### src/logic/engine_cfg_pkg.sv
`default_nettype none

// Sizes shared by every block of the 1x1 convolution engine
package engine_cfg_pkg;

	// Word widths
	localparam int DATA_W = 16; // Data, weight and result words
	localparam int ADDR_W = 30; // DMA word address

	// Burst and lane geometry
	localparam int BURST_LEN  = 16; // Lane count, also the longest burst
	localparam int LANE_IDX_W = 5;  // Counts 0..BURST_LEN inclusive

	// Layer shape fields
	localparam int CHAN_W = 16; // Input and output channel counts
	localparam int SIDE_W = 8;  // Output side, pixels per row

	// Burst pair complete to group sum valid
	// Products, four-way adds, final add
	localparam int EXEC_LATENCY = 3;

	typedef logic [DATA_W-1:0] word_t;
	typedef logic [ADDR_W-1:0] addr_t;

endpackage

`default_nettype wire

### src/logic/engine_result.sv
`timescale 1ns/1ps
`default_nettype none

// Group accumulation and p0 write-back
module engine_result import engine_cfg_pkg::*; (
	input  wire         clk,
	input  wire         rst,
	input  wire         i_engine_valid,
	input  wire addr_t  i_result_start_addr,
	input  wire         i_sum_valid,
	input  wire word_t  i_sum,
	input  wire         i_sum_first,
	input  wire         i_sum_last,
	input  wire         i_p0_ib_re,
	output logic        o_p0_wr_en,
	output addr_t       o_p0_addr,
	output word_t       o_p0_ib_data,
	output logic        o_p0_ib_valid,
	output logic        o_wb_done
);

	word_t acc_q; // Running sum of the current pixel
	word_t total;

	// First group restarts the pixel sum
	assign total = i_sum_first ? i_sum : acc_q + i_sum;

	always_ff @(posedge clk) begin
		if (i_sum_valid) acc_q <= total;
		if (i_sum_valid && i_sum_last) o_p0_ib_data <= total; // Held until the write
	end

	// p0 sequence holds wr_en until re, then one ib_valid cycle
	always_ff @(posedge clk or posedge rst) begin
		if (rst) begin
			o_p0_wr_en    <= 1'b0;
			o_p0_ib_valid <= 1'b0;
			o_p0_addr     <= '0;
		end else begin
			o_p0_ib_valid <= 1'b0;
			if (i_engine_valid) begin
				o_p0_addr <= i_result_start_addr;
			end else if (o_p0_ib_valid) begin
				o_p0_addr <= o_p0_addr + 1'b1; // Results are consecutive in loop order
			end
			if (i_sum_valid && i_sum_last) begin
				o_p0_wr_en <= 1'b1;
			end else if (o_p0_wr_en && i_p0_ib_re) begin
				o_p0_wr_en    <= 1'b0;
				o_p0_ib_valid <= 1'b1;
			end
		end
	end

	// Decode counts a pixel as written here
	assign o_wb_done = o_p0_ib_valid;

	// A sampled ib_re ends the request and gives one ib_valid cycle
	a_ib_after_re: assert property (@(posedge clk) disable iff (rst)
		(o_p0_wr_en && i_p0_ib_re) |=> (o_p0_ib_valid && !o_p0_wr_en))
		else $error("sampled ib_re not followed by ib_valid");

	// Decode holds the next pixel until the write is done
	a_no_wb_overrun: assert property (@(posedge clk) disable iff (rst)
		(i_sum_valid && i_sum_last) |-> !o_p0_wr_en)
		else $error("pixel result arrived while a write is pending");

endmodule

`default_nettype wire

### config.mk
export PLATFORM = sky130hd
export DESIGN_NAME = engine_result
export DESIGN_NICKNAME = d
export VERILOG_FILES = /design/src/logic/engine_cfg_pkg.sv /design/src/logic/engine_result.sv
export SDC_FILE = /design/constraint.sdc
export NUM_CORES = 1
export LEC_CHECK = 0
export BUFFER_PORTS_ARGS = -buffer_cell sky130_fd_sc_hd__clkbuf_2
export CAP_MARGIN = 25
export CORE_MARGIN = 2
export CORE_UTILIZATION = 30
export DETAILED_ROUTE_END_ITERATION = 6
export PLACE_DENSITY_LB_ADDON = 0.3
export SLEW_MARGIN = 20
export SYNTH_ARGS = -nofsm -noshare
export SYNTH_HDL_FRONTEND = slang
export SYNTH_SLANG_ARGS = --single-unit
### constraint.sdc
create_clock -name clk -period 2.4 [get_ports clk]
set_clock_uncertainty 0.2 [all_clocks]
set_input_delay 0.24 -clock clk [delete_from_list [all_inputs] [get_ports clk]]
set_output_delay 0.24 -clock clk [all_outputs]
set_load 0.01 [all_outputs]
Word-level counts from Yosys, hierarchy flattened:

Index checks and enable logic that the tools add are counted.

* register bits: 64
* latch bits: 0
* memory bits (writable): 0
* ROM bits: 0
* input port bits: 53
* output and inout port bits: 49
* word-level logic and storage cells: 18
* memories kept: 0

* add/subtract/negate cells: 2
* multipliers: 0
* div/mod/pow operators: 0
* order comparisons: 0
* equal/unequal tests: 0
* shift-type cells: 0
* muxes and demuxes: 7
* bitwise logic cells: 0
* reductions and logical operators: 4

Operators by type and width (number)
* $mux W30: 2
* $add A30 B1 Y30 const B: 1
* $add A16 B16 Y16: 1
* $mux W16: 1
* $mux W1: 4
* $reduce_bool A2 Y1: 2
* $logic_and A1 B1 Y1: 2

Longest topological paths before layout:

* word-level depth: 3
* gate-level depth with buffers: 7
* mapped depth without buffers: 7

Worst setup path before layout:

OpenSTA, ideal clock, no wires.

* path kind: register to register
* start: reg acc_q[0]
* end: reg acc_q[10] (data pin)
* setup time: 0.277 ns
* data arrival time: 1.886 ns
* slack: 0.037 ns
* stages on the path, launching flop included: 8
* buffers on the path: 0
* period minus slack after synthesis: 2.363 ns
* cells stage by stage: edfxtp_1 -> ha_1 -> fa_1 -> a21oi_1 -> o211ai_1 -> a41oi_1 -> xor2_1 -> o21ai_0

* longest elaborated chain between the ends: 2

RTL lines
* from (decl): line engine_result.sv:22 `word_t acc_q;`
* from (signal assigned): line engine_result.sv:29 `if (i_sum_valid) acc_q <= total;`
* $add A16 B16 Y16: line engine_result.sv:26 `assign total = i_sum_first ? i_sum : acc_q + i_sum;`
* $mux W16: line engine_result.sv:26
* net total[10]: line engine_result.sv:23 `word_t total;`

The timed path passes the listed nets, and every way through them passes these cells.
A chain may end at the register's enable or synchronous reset.

Final worst setup path:

* start: reg acc_q[4]
* end: reg o_p0_ib_data[14] (data pin)

* longest elaborated chain between the ends: 2

RTL lines
* $add A16 B16 Y16: line engine_result.sv:26
* $mux W16: line engine_result.sv:26
* net total[14]: line engine_result.sv:23
* to (signal assigned): line engine_result.sv:30 `if (i_sum_valid && i_sum_last) o_p0_ib_data <= total;`
* to (decl): line engine_result.sv:17 `output word_t o_p0_ib_data,`

The timed path passes the listed nets, and every way through them passes these cells.

==> run metrics <==
status=complete, no violations; number of remaining DRC errors=0; TritonCTS clock tree=yes; HP Class=input pin to register; WL met1=4.42 mm; vias per cell=4.77; Initial Util=0.306; top cells by area, synth=edfxtp_1, dfrtp_1, nand2_1; WL/cell=13.9 µm; synth-to-layout area growth=40.7%; crit start category=register; FFs w/ async S/R, synth=0.500; minimum clock period=2.33 ns; gr ovfl total=0; clk sinks=64; Worst-Skew Late Latency=0.34 ns; Rel. slew slack=0.505; pre-CTS setup slack=-0.191 ns; GRT Overall Usage=0.152; crit-path leading delay family=compound AO/OA/AOI/OAI gates; largest net degree at the start of global routing=44; R2R Path End=o_p0_ib_data[14]$_DFFE_PP_; crit share post-route=0.971; Yosys cell types=55; syn avg cell area=10.2 µm²; dpl cells=661; Fin. Hold Viols=0; share of the synthesized area in the top cell type=0.250; count leader, synth=nand2_1; Rows=41; RSZ-0062 raised after global routing=true; R2R Setup Slk=0.07 ns; Max-Cap Viols=0; DIE WIDTH=117 µm; Die H=117 µm; Setup crit end kind=register; Worst Path Arrival=2.22 ns; PortBufs=101; H-tree Lvls=3; share of cells above drive strength 1=0.323; Hold Crit Start=i_sum[5]; Yosys warnings=0; I/O pin count=102; WP data required=2.29 ns; Crit-path slowest cell=ha_2; R2R Path Start=acc_q[4]$_DFFE_PP_; crit-path max cell delay=0.40 ns; Post-DP Area=0.00469 mm²; EDFF count, synth=32; Worst Setup Slack, final=0.0692 ns; Worst Hold Endpoint=acc_q[5]$_DFFE_PP_; Diodes inserted=0; number of buffers created by CTS=9; met3 wire len=508 µm; TritonRoute pass-1 iters=4; power per cell area=637 mW/mm²; core area=0.0126 mm²; Max VDD drop=0.314 mV; cell taking the most area after synthesis=edfxtp_1; Mapped Area=0.00385 mm²; cell count of the worst reg-to-reg path=7; Max Slew Vio Count=0; DRT Wirelength=9.95 mm; Clock Path Buffers=2; sequence of cells on the critical path=ha_2 -> nand2_1 -> o211ai_1 -> a41oi_2 -> buf_4 -> o21a_1 -> o221a_2; Seq cells post-synth=64; vias in the first global route=3355; crit path buf inv count=1; Detail Route met2 WL=4.85 mm; Design Area, Final=0.00541 mm²; first-pass GRT wire length=16.0 mm; total power=3450 µW; die area=0.0137 mm²; # setup viols final=0; Crit Path Max Fanout=5; syn nets=446; Post-Syn Instances=376; Setup CP Type=register to register; Slew @ Worst Pin=0.742 ns; Non-Filler Instances=714; sequential area share after synthesis=0.458; leakage power=0.00231 µW; most instantiated cells after synthesis=nand2_1, o21ai_0, dfrtp_1, edfxtp_1, xnor2_1; Clk Tree Root Cell=clkbuf_16; WHS Path Cells=3; clk slew on worst S/H paths=0.06 ns; vias after detailed routing=3406; max layer used=met4; GPL Wtd Cong=0.834; post-route ant nets=0; fmax=0.429 GHz; fin nets=607; Main synth FF type=edfxtp_1; Initial DRC Count=115; initial antenna violation count=0; HPWL Detailed=7.28 mm
## worst max path at each step
stage | start | cells past startpoint | slack (ns) | end
2_1_floorplan | acc_q[0]$_DFFE_PP_ | 7 | 0.04 | acc_q[10]$_DFFE_PP_
3_5_place_dp | acc_q[6]$_DFFE_PP_ | 7 | -0.19 | o_p0_ib_data[15]$_DFFE_PP_
6_report | acc_q[4]$_DFFE_PP_ | 7 | 0.07 | o_p0_ib_data[14]$_DFFE_PP_
5_1_grt | acc_q[0]$_DFFE_PP_ | 7 | -0.04 | o_p0_ib_data[11]$_DFFE_PP_
4_1_cts | acc_q[1]$_DFFE_PP_ | 6 | -0.02 | acc_q[11]$_DFFE_PP_
3_3_place_gp | acc_q[6]$_DFFE_PP_ | 7 | -0.14 | o_p0_ib_data[15]$_DFFE_PP_
## cell type report
| class | instances | area, µm² |
|---|---|---|
| clock buffers | 9 | 225 |
| clock inverters | 7 | 38.8 |
| fillers | 1201 | 7160 |
| inverters | 9 | 33.8 |
| multi-input cells | 286 | 2050 |
| flip-flops and latches | 64 | 1760 |
| well taps | 172 | 215 |
| repair buffers | 167 | 1090 |
## cell usage in the layout (no fill, tap or decap), drive strengths merged, types with 11 or more instances in the layout
| cell | Yosys | final |
|---|---|---|
| edfxtp | 32 | 32 |
| a21oi | 14 | 14 |
| nor2 | 16 | 16 |
| o21ai | 41 | 41 |
| xor2 | 13 | 13 |
| nor3 | 11 | 11 |
| nand2 | 63 | 63 |
| ha | 16 | 16 |
| xnor2 | 20 | 20 |
| dlygate4sd3 | 0 | 33 |
| buf | 7 | 33 |
| clkbuf | 10 | 110 |
| nand4 | 12 | 12 |
| dfrtp | 32 | 32 |
| nand3 | 11 | 11 |
## metrics by stage
stage,hold slack [ns],utilization,setup TNS (ns)
final,0.0490,0.431,0
after global routing,0.0600,0.431,-0.121
after CTS,0.0309,0.424,-0.0499
after detailed placement,0.151,0.373,-1.08
after global placement,0.138,0.373,-0.617
after floorplan,0.147,-,0
## sequential cells by signal, indices dropped and copies added (netlist names)
signal	count
o_p0_addr	30
acc_q	16
o_p0_ib_data	16
o_p0_ib_valid	1
o_p0_wr_en	1
## report_power, final
group | internal [µW] | switching [µW]
clock network | 685 | 497
logic | 421 | 458
registers | 1290 | 91.4
total | 2400 | 1050
## repair_timing
action / in CTS / in global routing
endpoints found under the hold margin: 64 / 0
pin swaps: 6 / 14
buffers inserted: 3 / 1
endpoints found under the setup margin: 14 / 12
resized for setup: 8 / 14
gates cloned: 0 / 0
hold buffers: 33 / 0
## per-layer routing
metal	GRT usage	vias up
li1	-	1713
met1	0.184	1583
met2	0.254	95
met3	0.0427	15
met4	0.0635	0
met5	0	-
## tightest hold or removal path: stages
cell	delay, ns
clkbuf_2	0.09
nand2_1	0.05
o21ai_0	0.08
## cells by family (layout without fill, tap and decap cells)
logic type | after synthesis | count (layout) | share of synthesized area
xor+xnor | 33 | 33 | 0.0751
fa+ha+maj | 17 | 17 | 0.0573
flops | 64 | 64 | 0.458
compound gates | 87 | 87 | 0.146
simple gates | 144 | 144 | 0.215
mux | 5 | 5 | 0.0137
buf+inv | 26 | 192 | 0.0345
Note: power is estimated with default switching activity, not from simulation.
