### config.mk
export PLATFORM = sky130hd
export DESIGN_NAME = engine_decode
export DESIGN_NICKNAME = d
export VERILOG_FILES = /design/src/logic/engine_cfg_pkg.sv /design/src/logic/engine_op_pkg.sv /design/src/logic/engine_decode.sv
export SDC_FILE = /design/constraint.sdc
export NUM_CORES = 1
export LEC_CHECK = 0
export ABC_AREA = 1
export BUFFER_PORTS_ARGS = -buffer_cell sky130_fd_sc_hd__buf_4
export CAP_MARGIN = 20
export CELL_PAD_IN_SITES_DETAIL_PLACEMENT = 1
export CELL_PAD_IN_SITES_GLOBAL_PLACEMENT = 1
export CORE_MARGIN = 8
export CORE_UTILIZATION = 45
export DETAILED_ROUTE_END_ITERATION = 6
export HOLD_SLACK_MARGIN = 0.1
export PLACE_DENSITY = 0.86
export SLEW_MARGIN = 20
export SYNTH_ARGS = -nofsm -noshare
export SYNTH_HDL_FRONTEND = slang
export SYNTH_SLANG_ARGS = --single-unit
### constraint.sdc
create_clock -name clk -period 6.1 [get_ports clk]
set_clock_uncertainty 0.2 [all_clocks]
set_input_delay 0.305 -clock clk [delete_from_list [all_inputs] [get_ports clk]]
set_output_delay 0.305 -clock clk [all_outputs]
set_load 0.02 [all_outputs]
### src/logic/engine_cfg_pkg.sv
`default_nettype none

// Sizes shared by every block of the 1x1 convolution engine
package engine_cfg_pkg;

	// Word widths
	localparam int DATA_W = 16; // Data, weight and result words
	localparam int ADDR_W = 30; // DMA word address

	// Burst and lane geometry
	localparam int BURST_LEN  = 16; // Lane count, also the longest burst
	localparam int LANE_IDX_W = 5;  // Counts 0..BURST_LEN inclusive

	// Layer shape fields
	localparam int CHAN_W = 16; // Input and output channel counts
	localparam int SIDE_W = 8;  // Output side, pixels per row

	// Burst pair complete to group sum valid
	// Products, four-way adds, final add
	localparam int EXEC_LATENCY = 3;

	typedef logic [DATA_W-1:0] word_t;
	typedef logic [ADDR_W-1:0] addr_t;

endpackage

`default_nettype wire

### src/logic/engine_op_pkg.sv
`default_nettype none

// Command encodings and sequencer states
package engine_op_pkg;

	// Operation field of a command
	// Pooling codes are still defined so that decode can reject them
	typedef enum logic [2:0] {
		OP_CONV  = 3'd1, // 1x1 convolution, the only one executed
		OP_MPOOL = 3'd4, // Max pooling
		OP_APOOL = 3'd5  // Average pooling
	} engine_op_t;

	// Layer sequencer in decode
	typedef enum logic [1:0] {
		ST_IDLE,       // Waiting for a command, ready high
		ST_ISSUE,      // Read pulse on p2/p3 this cycle
		ST_WAIT_BURST, // Burst pair outstanding
		ST_WAIT_WB     // Last group of a pixel issued, waiting on the p0 write
	} engine_state_t;

endpackage

`default_nettype wire

### src/logic/engine_decode.sv
`timescale 1ns/1ps
`default_nettype none

// Command check, layer loops and read burst issue
// Loop order is output channel, pixel, channel group
module engine_decode import engine_cfg_pkg::*, engine_op_pkg::*; (
	input  wire                    clk,
	input  wire                    rst,
	input  wire                    i_engine_valid,
	input  wire engine_op_t        i_op_type,
	input  wire [CHAN_W-1:0]       i_i_channel,
	input  wire [CHAN_W-1:0]       i_o_channel,
	input  wire [SIDE_W-1:0]       i_o_side,
	input  wire addr_t             i_data_start_addr,
	input  wire addr_t             i_weight_start_addr,
	input  wire                    i_pair_done,
	input  wire                    i_wb_done,
	output logic                   o_engine_ready,
	output logic                   o_cmd_err,
	output logic                   o_p2_rd_en,
	output logic                   o_p3_rd_en,
	output addr_t                  o_p2_addr,
	output addr_t                  o_p3_addr,
	output logic [LANE_IDX_W-1:0]  o_para,
	output logic                   o_grp_first,
	output logic                   o_grp_last
);

	engine_state_t           state;
	logic [CHAN_W-1:0]       ich_q;     // Latched input channel count
	logic [CHAN_W-1:0]       och_last;  // Output channels minus one
	logic [2*SIDE_W-1:0]     pix_last;  // o_side squared minus one
	logic [2*SIDE_W-1:0]     side_x;
	addr_t                   data_base;
	addr_t                   w_base;    // Weights of the current output channel
	logic [CHAN_W-1:0]       grp_off;   // First channel of the current group
	logic [CHAN_W-1:0]       grp_off_n;
	logic [2*SIDE_W-1:0]     pix_cnt;
	logic [CHAN_W-1:0]       oc_cnt;
	logic                    pair_pend; // Burst pair in flight
	logic                    cmd_ok;
	logic                    pix_wrap;
	logic                    layer_end;
	logic [LANE_IDX_W-1:0]   para_n;
	addr_t                   para_a;

	// Legal: conv, nonzero shape, channels 1..16 or whole groups of 16
	assign cmd_ok = (i_op_type == OP_CONV) && (i_o_side != '0) && (i_o_channel != '0)
		&& (i_i_channel != '0)
		&& ((i_i_channel <= CHAN_W'(BURST_LEN)) || (i_i_channel[LANE_IDX_W-2:0] == '0));

	assign para_n = (i_i_channel > CHAN_W'(BURST_LEN)) ? LANE_IDX_W'(BURST_LEN)
		: i_i_channel[LANE_IDX_W-1:0];
	assign side_x    = {{SIDE_W{1'b0}}, i_o_side};
	assign para_a    = ADDR_W'(o_para);
	assign grp_off_n = grp_off + CHAN_W'(o_para);
	assign pix_wrap  = (pix_cnt == pix_last);
	assign layer_end = pix_wrap && (oc_cnt == och_last);

	// Sequencer and loop counters
	always_ff @(posedge clk or posedge rst) begin
		if (rst) begin
			state          <= ST_IDLE;
			o_engine_ready <= 1'b1;
			o_cmd_err      <= 1'b0;
			o_p2_rd_en     <= 1'b0;
			o_p3_rd_en     <= 1'b0;
			o_para         <= LANE_IDX_W'(BURST_LEN); // Never zero, lanes compare against it
			o_grp_first    <= 1'b0;
			o_grp_last     <= 1'b0;
			grp_off        <= '0;
			pix_cnt        <= '0;
			oc_cnt         <= '0;
			pair_pend      <= 1'b0;
		end else begin
			o_cmd_err  <= 1'b0; // Pulses
			o_p2_rd_en <= 1'b0;
			o_p3_rd_en <= 1'b0;
			if (o_p2_rd_en) pair_pend <= 1'b1;
			else if (i_pair_done) pair_pend <= 1'b0;
			case (state)
				ST_IDLE: begin
					if (i_engine_valid && cmd_ok) begin
						o_engine_ready <= 1'b0;
						o_para         <= para_n;
						grp_off        <= '0;
						pix_cnt        <= '0;
						oc_cnt         <= '0;
						o_grp_first    <= 1'b1;
						o_grp_last     <= (i_i_channel <= CHAN_W'(BURST_LEN)); // One group
						o_p2_rd_en     <= 1'b1;
						o_p3_rd_en     <= 1'b1;
						state          <= ST_ISSUE;
					end else if (i_engine_valid) begin
						o_cmd_err <= 1'b1; // Rejected, stay idle
					end
				end
				ST_ISSUE: state <= ST_WAIT_BURST;
				ST_WAIT_BURST: begin
					if (i_pair_done && o_grp_last) begin
						state <= ST_WAIT_WB; // Next pixel waits for the write
					end else if (i_pair_done) begin
						grp_off     <= grp_off_n;
						o_grp_first <= 1'b0;
						o_grp_last  <= (grp_off_n + CHAN_W'(o_para) == ich_q);
						o_p2_rd_en  <= 1'b1;
						o_p3_rd_en  <= 1'b1;
						state       <= ST_ISSUE;
					end
				end
				ST_WAIT_WB: begin
					if (i_wb_done && layer_end) begin
						o_engine_ready <= 1'b1;
						state          <= ST_IDLE;
					end else if (i_wb_done) begin
						if (pix_wrap) begin
							pix_cnt <= '0;
							oc_cnt  <= oc_cnt + 1'b1;
						end else begin
							pix_cnt <= pix_cnt + 1'b1;
						end
						grp_off     <= '0;
						o_grp_first <= 1'b1;
						o_grp_last  <= (CHAN_W'(o_para) == ich_q);
						o_p2_rd_en  <= 1'b1;
						o_p3_rd_en  <= 1'b1;
						state       <= ST_ISSUE;
					end
				end
				default: state <= ST_IDLE;
			endcase
		end
	end

	// Layer config and burst addresses
	always_ff @(posedge clk) begin
		if (state == ST_IDLE && i_engine_valid && cmd_ok) begin
			ich_q     <= i_i_channel;
			och_last  <= i_o_channel - 1'b1;
			pix_last  <= side_x * side_x - 1'b1;
			data_base <= i_data_start_addr;
			w_base    <= i_weight_start_addr;
			o_p2_addr <= i_data_start_addr;
			o_p3_addr <= i_weight_start_addr;
		end else if (state == ST_WAIT_BURST && i_pair_done && !o_grp_last) begin
			o_p2_addr <= o_p2_addr + para_a; // Next group of the same pixel
			o_p3_addr <= o_p3_addr + para_a;
		end else if (state == ST_WAIT_WB && i_wb_done && !layer_end) begin
			if (pix_wrap) begin
				o_p2_addr <= data_base;          // Pixels start over
				o_p3_addr <= o_p3_addr + para_a; // Weights of the next output channel
				w_base    <= o_p3_addr + para_a;
			end else begin
				o_p2_addr <= o_p2_addr + para_a; // Pixels are packed back to back
				o_p3_addr <= w_base;
			end
		end
	end

	a_rd_one_cycle: assert property (@(posedge clk) disable iff (rst)
		(o_p2_rd_en || o_p3_rd_en) |=> !(o_p2_rd_en || o_p3_rd_en))
		else $error("read request longer than one cycle");

	// Lanes hold a single burst pair
	a_rd_single_pair: assert property (@(posedge clk) disable iff (rst)
		o_p2_rd_en |-> !pair_pend)
		else $error("read burst issued while a pair is outstanding");

endmodule

`default_nettype wire

## Word level (Yosys, flattened, before mapping)

Cells that the tools add are included.

- Register bits: 228
- Bits of input ports: 108
- Output and inout bits: 71
- Word-level logic and storage cells: 134

- Add/subtract/negate cells: 8
- $mul: 1
- $lt $le $gt $ge: 2
- Eq/ne operators: 18
- Multiplexer cells: 55
- Reductions and logical operators: 33

Operators with widths:

| cell | number |
|---|---|
| $mux 30 | 10 |
| $mux 16 | 11 |
| $pmux 16 s2 | 2 |
| $add 30x5->30 | 2 |
| $eq 16x16->1 | 3 |
| $pmux 16 s3 | 1 |
| $add 16x1->16 const B | 2 |
| $add 16x5->16 | 2 |
| $reduce_bool 16->1 | 2 |
| $sub 16x1->16 const B | 2 |
| $mux 1 | 20 |
| $eq 5x16->1 | 1 |
| $gt 16x5->1 const B | 1 |
| $le 16x5->1 const B | 1 |
| $mul 8x8->16 | 1 |
| $ne 2x2->1 const B | 8 |
| $logic_and 1x1->1 | 14 |
| $mux 2 | 5 |
| $pmux 1 s3 | 3 |
| $pmux 2 s4 | 1 |
| $reduce_bool 8->1 | 1 |
| $ne 3x3->1 const B | 2 |
| $reduce_and 3->1 | 2 |
| $reduce_and 6->1 | 1 |
| other kinds (14) | 19 |

## Logic depth before layout (Yosys ltp)

- Depth in word-level cells: 8
- Depth in mapped cells: 26
- Depth with buffers taken out: 26

## Least setup slack after synthesis

OpenSTA, ideal clock, no wires.

- Path type: input to register
- From: in i_o_side[6]
- To: reg o_p2_addr[0] (enable)
- Setup time: 0.478 ns
- Arrival time: 4.345 ns
- Data required time: 5.422 ns
- Slack: 1.077 ns
- Stages: 12
- Buffers on the path: 1
- Path through: clkbuf_1 inv_1 ha_1 nand3_1 nor2_1 nor4_1 nand2_1 nor3_4 nand2_2 nand2_2 nand3_4 nor2_1

- Longest elaborated chain between the ends: 7

Ends and longest elaborated chain:

| element | line | source |
|---|---|---|
| start: declaration | engine_decode.sv:13 | `input wire [SIDE_W-1:0] i_o_side,` |
| $reduce_bool 8->1 | engine_decode.sv:48 | `assign cmd_ok = (i_op_type == OP_CONV) && (i_o_side != '0) && (i_o_channel != '0)` |
| $logic_and 1x1->1 (2 in series) | engine_decode.sv:48 |  |
| $logic_and 1x1->1 | engine_decode.sv:49 | `&& (i_i_channel != '0)` |
| $logic_and 1x1->1 | engine_decode.sv:50 | `&& ((i_i_channel <= CHAN_W'(BURST_LEN)) \|\| (i_i_channel[LANE_IDX_W-2:0] == '0));` |
| $logic_and 1x1->1 | engine_decode.sv:137 | `if (state == ST_IDLE && i_engine_valid && cmd_ok) begin` |
| $reduce_bool 3->1 (no line) | - |  |
| end signal: assignment | engine_decode.sv:143 | `o_p2_addr <= i_data_start_addr;` |
| end signal: assignment | engine_decode.sv:146 | `o_p2_addr <= o_p2_addr + para_a;` |
| end signal: assignment | engine_decode.sv:150 | `o_p2_addr <= data_base;` |
| end: declaration | engine_decode.sv:22 | `output addr_t o_p2_addr,` |

Every way passes these cells.
A chain may end at the register's enable or synchronous reset.

## Final worst setup path

- From: in i_o_side[0]
- To: reg pix_last[15] (data pin)

- Longest elaborated chain between the ends: 2

Ends and longest elaborated chain:

| element | line | source |
|---|---|---|
| $mul 8x8->16 | engine_decode.sv:140 | `pix_last <= side_x * side_x - 1'b1;` |
| $sub 16x1->16 | engine_decode.sv:140 |  |
| end signal: assignment | engine_decode.sv:140 |  |
| end: declaration | engine_decode.sv:32 | `logic [2*SIDE_W-1:0] pix_last;` |

Every way passes these cells.

==> results.yml <==
floorplanning:
  core_area_um2: 33500
  die_h_um: 201
  die-area_um2: 40200
  die_w_um: 201
  initial_core_util_pct: 45.7
  io_pins: 179
  num_rows: 67
finish:
  fill_cells: 4029
  stdcell_count: 2591
  nNetsFinal: 2320
  area_delta_synth_final_pct: 24.3
  drive_gt1_share_pct: 13.1
  final_common_cell: "nand2_1"
  final_cell_mix: "nand2_1, inv_1, buf_4, edfxtp_1, nand3_1"
worst_setup_path:
  required_ps: 6190
  cp.arrival_ps: 5210
  worstSetupStartpointType: "input port"
  criticalPathCategory: "input port to register"
  rrSetupSlack_ps: 1880
  end_kind: "register"
  crit_fanout: 13
logic_synthesis:
  synth_area_um2: 15300
  synth_ff_type: "edfxtp_1"
  syn_inst: 1847
  synth-seq-cells: 227
  yosysUniqueCellTypes: 55
  async_reset_ff_share_pct: 26.4
  synth_edf_count: 167
  syn_nets: 2046
  ys_seq_area_share_pct: 42.5
  avgSynthCellArea_um2: 8.30
  synth_warnings: 0
place:
  placedCellCount: 2427
  routabilityCongestion: 0.835
  portBuffers: 178
  dp_hpwl_mm: 34.0
pwr:
  netSwitchingFraction_pct: 43.6
  leakagePower_nw: 8.51
  combPwrFrac_pct: 45.9
  ir_drop_mv: 0.223
  p_switching_mw: 3.41
  p_clk_share_pct: 21.0
  powerDensity_nw_per_um2: 411
  pwr-share-seq_pct: 33.1
  internal_power_mw: 4.42
sta:
  setup_viol: 0
  relSlewSlack_pct: 24.3
  maxSlewViolCount: 0
  min_period_over_period_pct: 84.0
  hold_viol_final: 0
  rsz0062_at_grt: "false"
  period_needed_ps: 5120
  timing.setup.tns_ps: 0
  worst_pin_slew_ps: 1130
  timing.fmax_ghz: 0.195
cts:
  clkTransAtPathRegs_ps: 50
  cts_buffer_depth: 3
  cts_hold_buf: 113
  clk_root_buffer_cell: "clkbuf_16"
  cts_resized: 0
  post-cts-setup-buffers: 0
  numCtsBuffers: 27
  cts_sinks: 227
  htree_levels: 1
  clock_latency_ps: 550
  cts_tree: "built"
grt:
  grt_max_degree: 109
  grt_pass1_vias: 15707
  grtUsageTotal_pct: 25.5
  grt_pass1_wl_mm: 84.3
  overflow: 0
  antenna_found_initial: 2
run:
  cap_violations: 0
hold_path:
  hold_class: "input port to register"
outcome:
  status: "completed"
route:
  firstDrtPassIters: 4
  wirelength_mm: 52.6
  vias: 14264
  ant_nets: 0
  drc_errors: 0
  vias_per_cell: 5.51
  drt_iter0_markers: 833
  avgRoutedWirePerCell_um: 20.3
[synth_stat cells (3+ instances only)]
cell,n,area (um2)
a31oi_1,12,75.1
inv_1,234,878
buf_4,4,30.0
o21ai_1,15,75.1
nor4_1,17,106
nor2_2,9,56.3
buf_2,24,120
o31ai_1,8,60.1
edfxtp_1,167,5010
nand3b_1,5,37.5
ha_1,55,688
fa_1,36,721
nand3_1,123,616
nor2_1,123,462
o22ai_1,14,87.6
clkbuf_1,23,86.3
o21a_1,3,22.5
a211oi_1,3,22.5
o21ai_0,97,485
nand2_2,7,43.8
or2_2,8,50.1
nand3_2,4,40.0
nand2_1,509,1910
xor2_1,67,587
a21oi_1,35,175
nor2_4,4,45.0
mux2i_1,8,80.1
dfrtp_1,58,1450
inv_2,8,30.0
o211ai_1,16,120
o221ai_1,4,35.0
nor3_1,30,150
nand4_1,45,282
o21bai_1,3,22.5
xnor2_1,41,359
[critical path, stage by stage]
cell and delay (ps):
dlygate4sd3_1 540, buf_4 190, nand2_1 140, inv_1 90, fa_1 530, fa_1 540
inv_1 60, fa_1 460, fa_1 540, inv_1 40, ha_1 360, nand2_1 90
inv_1 80, nand3_1 70, o211ai_1 250, nand3_1 110, nand2_1 120, a21oi_1 70
o21bai_1 210, nand3_1 110, nand2_1 100, nand3_1 80, nand2_1 70, xnor2_1 70
[final cells by class]
| cell class | instances | area (um2) | area share [%] |
|---|---|---|---|
| inverter | 244 | 916 | 4.81 |
| timing repair buffer | 300 | 2550 | 13.4 |
| clock inverter | 14 | 144 | 0.755 |
| sequential | 227 | 6520 | 34.2 |
| multi-input combinational | 1321 | 7640 | 40.1 |
| tap | 448 | 561 | 2.94 |
| clock buffer | 36 | 719 | 3.78 |
| antenna | 1 | 2.50 | 0.0131 |
[metal layers]
layer | global-route usage [%] | part of all wire, % | up-vias
met3 | 2.94 | 4.6 | 128
met1 | 29.7 | 40 | 7073
li1 | - | - | 6669
met5 | 0 | 0.027 | -
met4 | 9.43 | 3.4 | 2
met2 | 47.4 | 52 | 392
[path summary, 6_finish.rpt]
kind / from / endpoint / cells after the start
max: i_o_side[0] / pix_last[15] / 24
min: i_o_side[7] / pix_last[15] / 4
max reg2reg: o_para[0] / o_grp_last / 26
min reg2reg: o_engine_ready / o_engine_ready / 2
max in group asynchronous: rst / grp_off[12] / 4
min in group asynchronous: rst / o_grp_first / 4
[power by group through the flow]
stage                     registers [mW]  logic, mW  clock network, mW
after floorplan                     2.77       2.08                  0
final                               2.59       3.60               1.64
after global routing                2.62       3.96               1.71
after CTS                           2.56       3.53               1.63
after detailed placement            2.58       3.44                  0
after global placement              2.57       3.25                  0
[metrics by stage]
stage / hold WS (ps) / utilization, % / worst slack [ps] / cell area (um2) / total power, mW
after detailed placement: 285 / 50.9 / 973 / 17100 / 6.02
final: 184 / 56.8 / 976 / 19000 / 7.83
after floorplan: 204 / - / 1080 / 15300 / 4.85
after global placement: 280 / 50.9 / 1180 / 17100 / 5.83
after CTS: 149 / 56.8 / 986 / 19000 / 7.72
after global routing: 165 / 56.8 / 723 / 19000 / 8.29
[registers in the layout, summed over array words and instances (netlist names)]
signal          cells
grp_off            16
ich_q              16
o_grp_first         1
och_last           16
o_grp_last          1
o_engine_ready      1
w_base             30
pix_cnt            16
o_p2_addr          30
o_cmd_err           1
data_base          30
pix_last           15
o_p3_addr          30
o_p3_rd_en          1
state               2
o_para              5
oc_cnt             16
[cell families after synthesis]
kind of cell    after synthesis  synth area share [%]
compound gates              218                  8.22
xor+xnor                    108                  6.17
fa+ha+maj                    91                  9.19
buf+inv                     299                  7.71
flops                       227                  42.5
mux                           8                 0.522
simple gates                896                  25.7
Note: power is estimated with default switching activity, not from simulation.
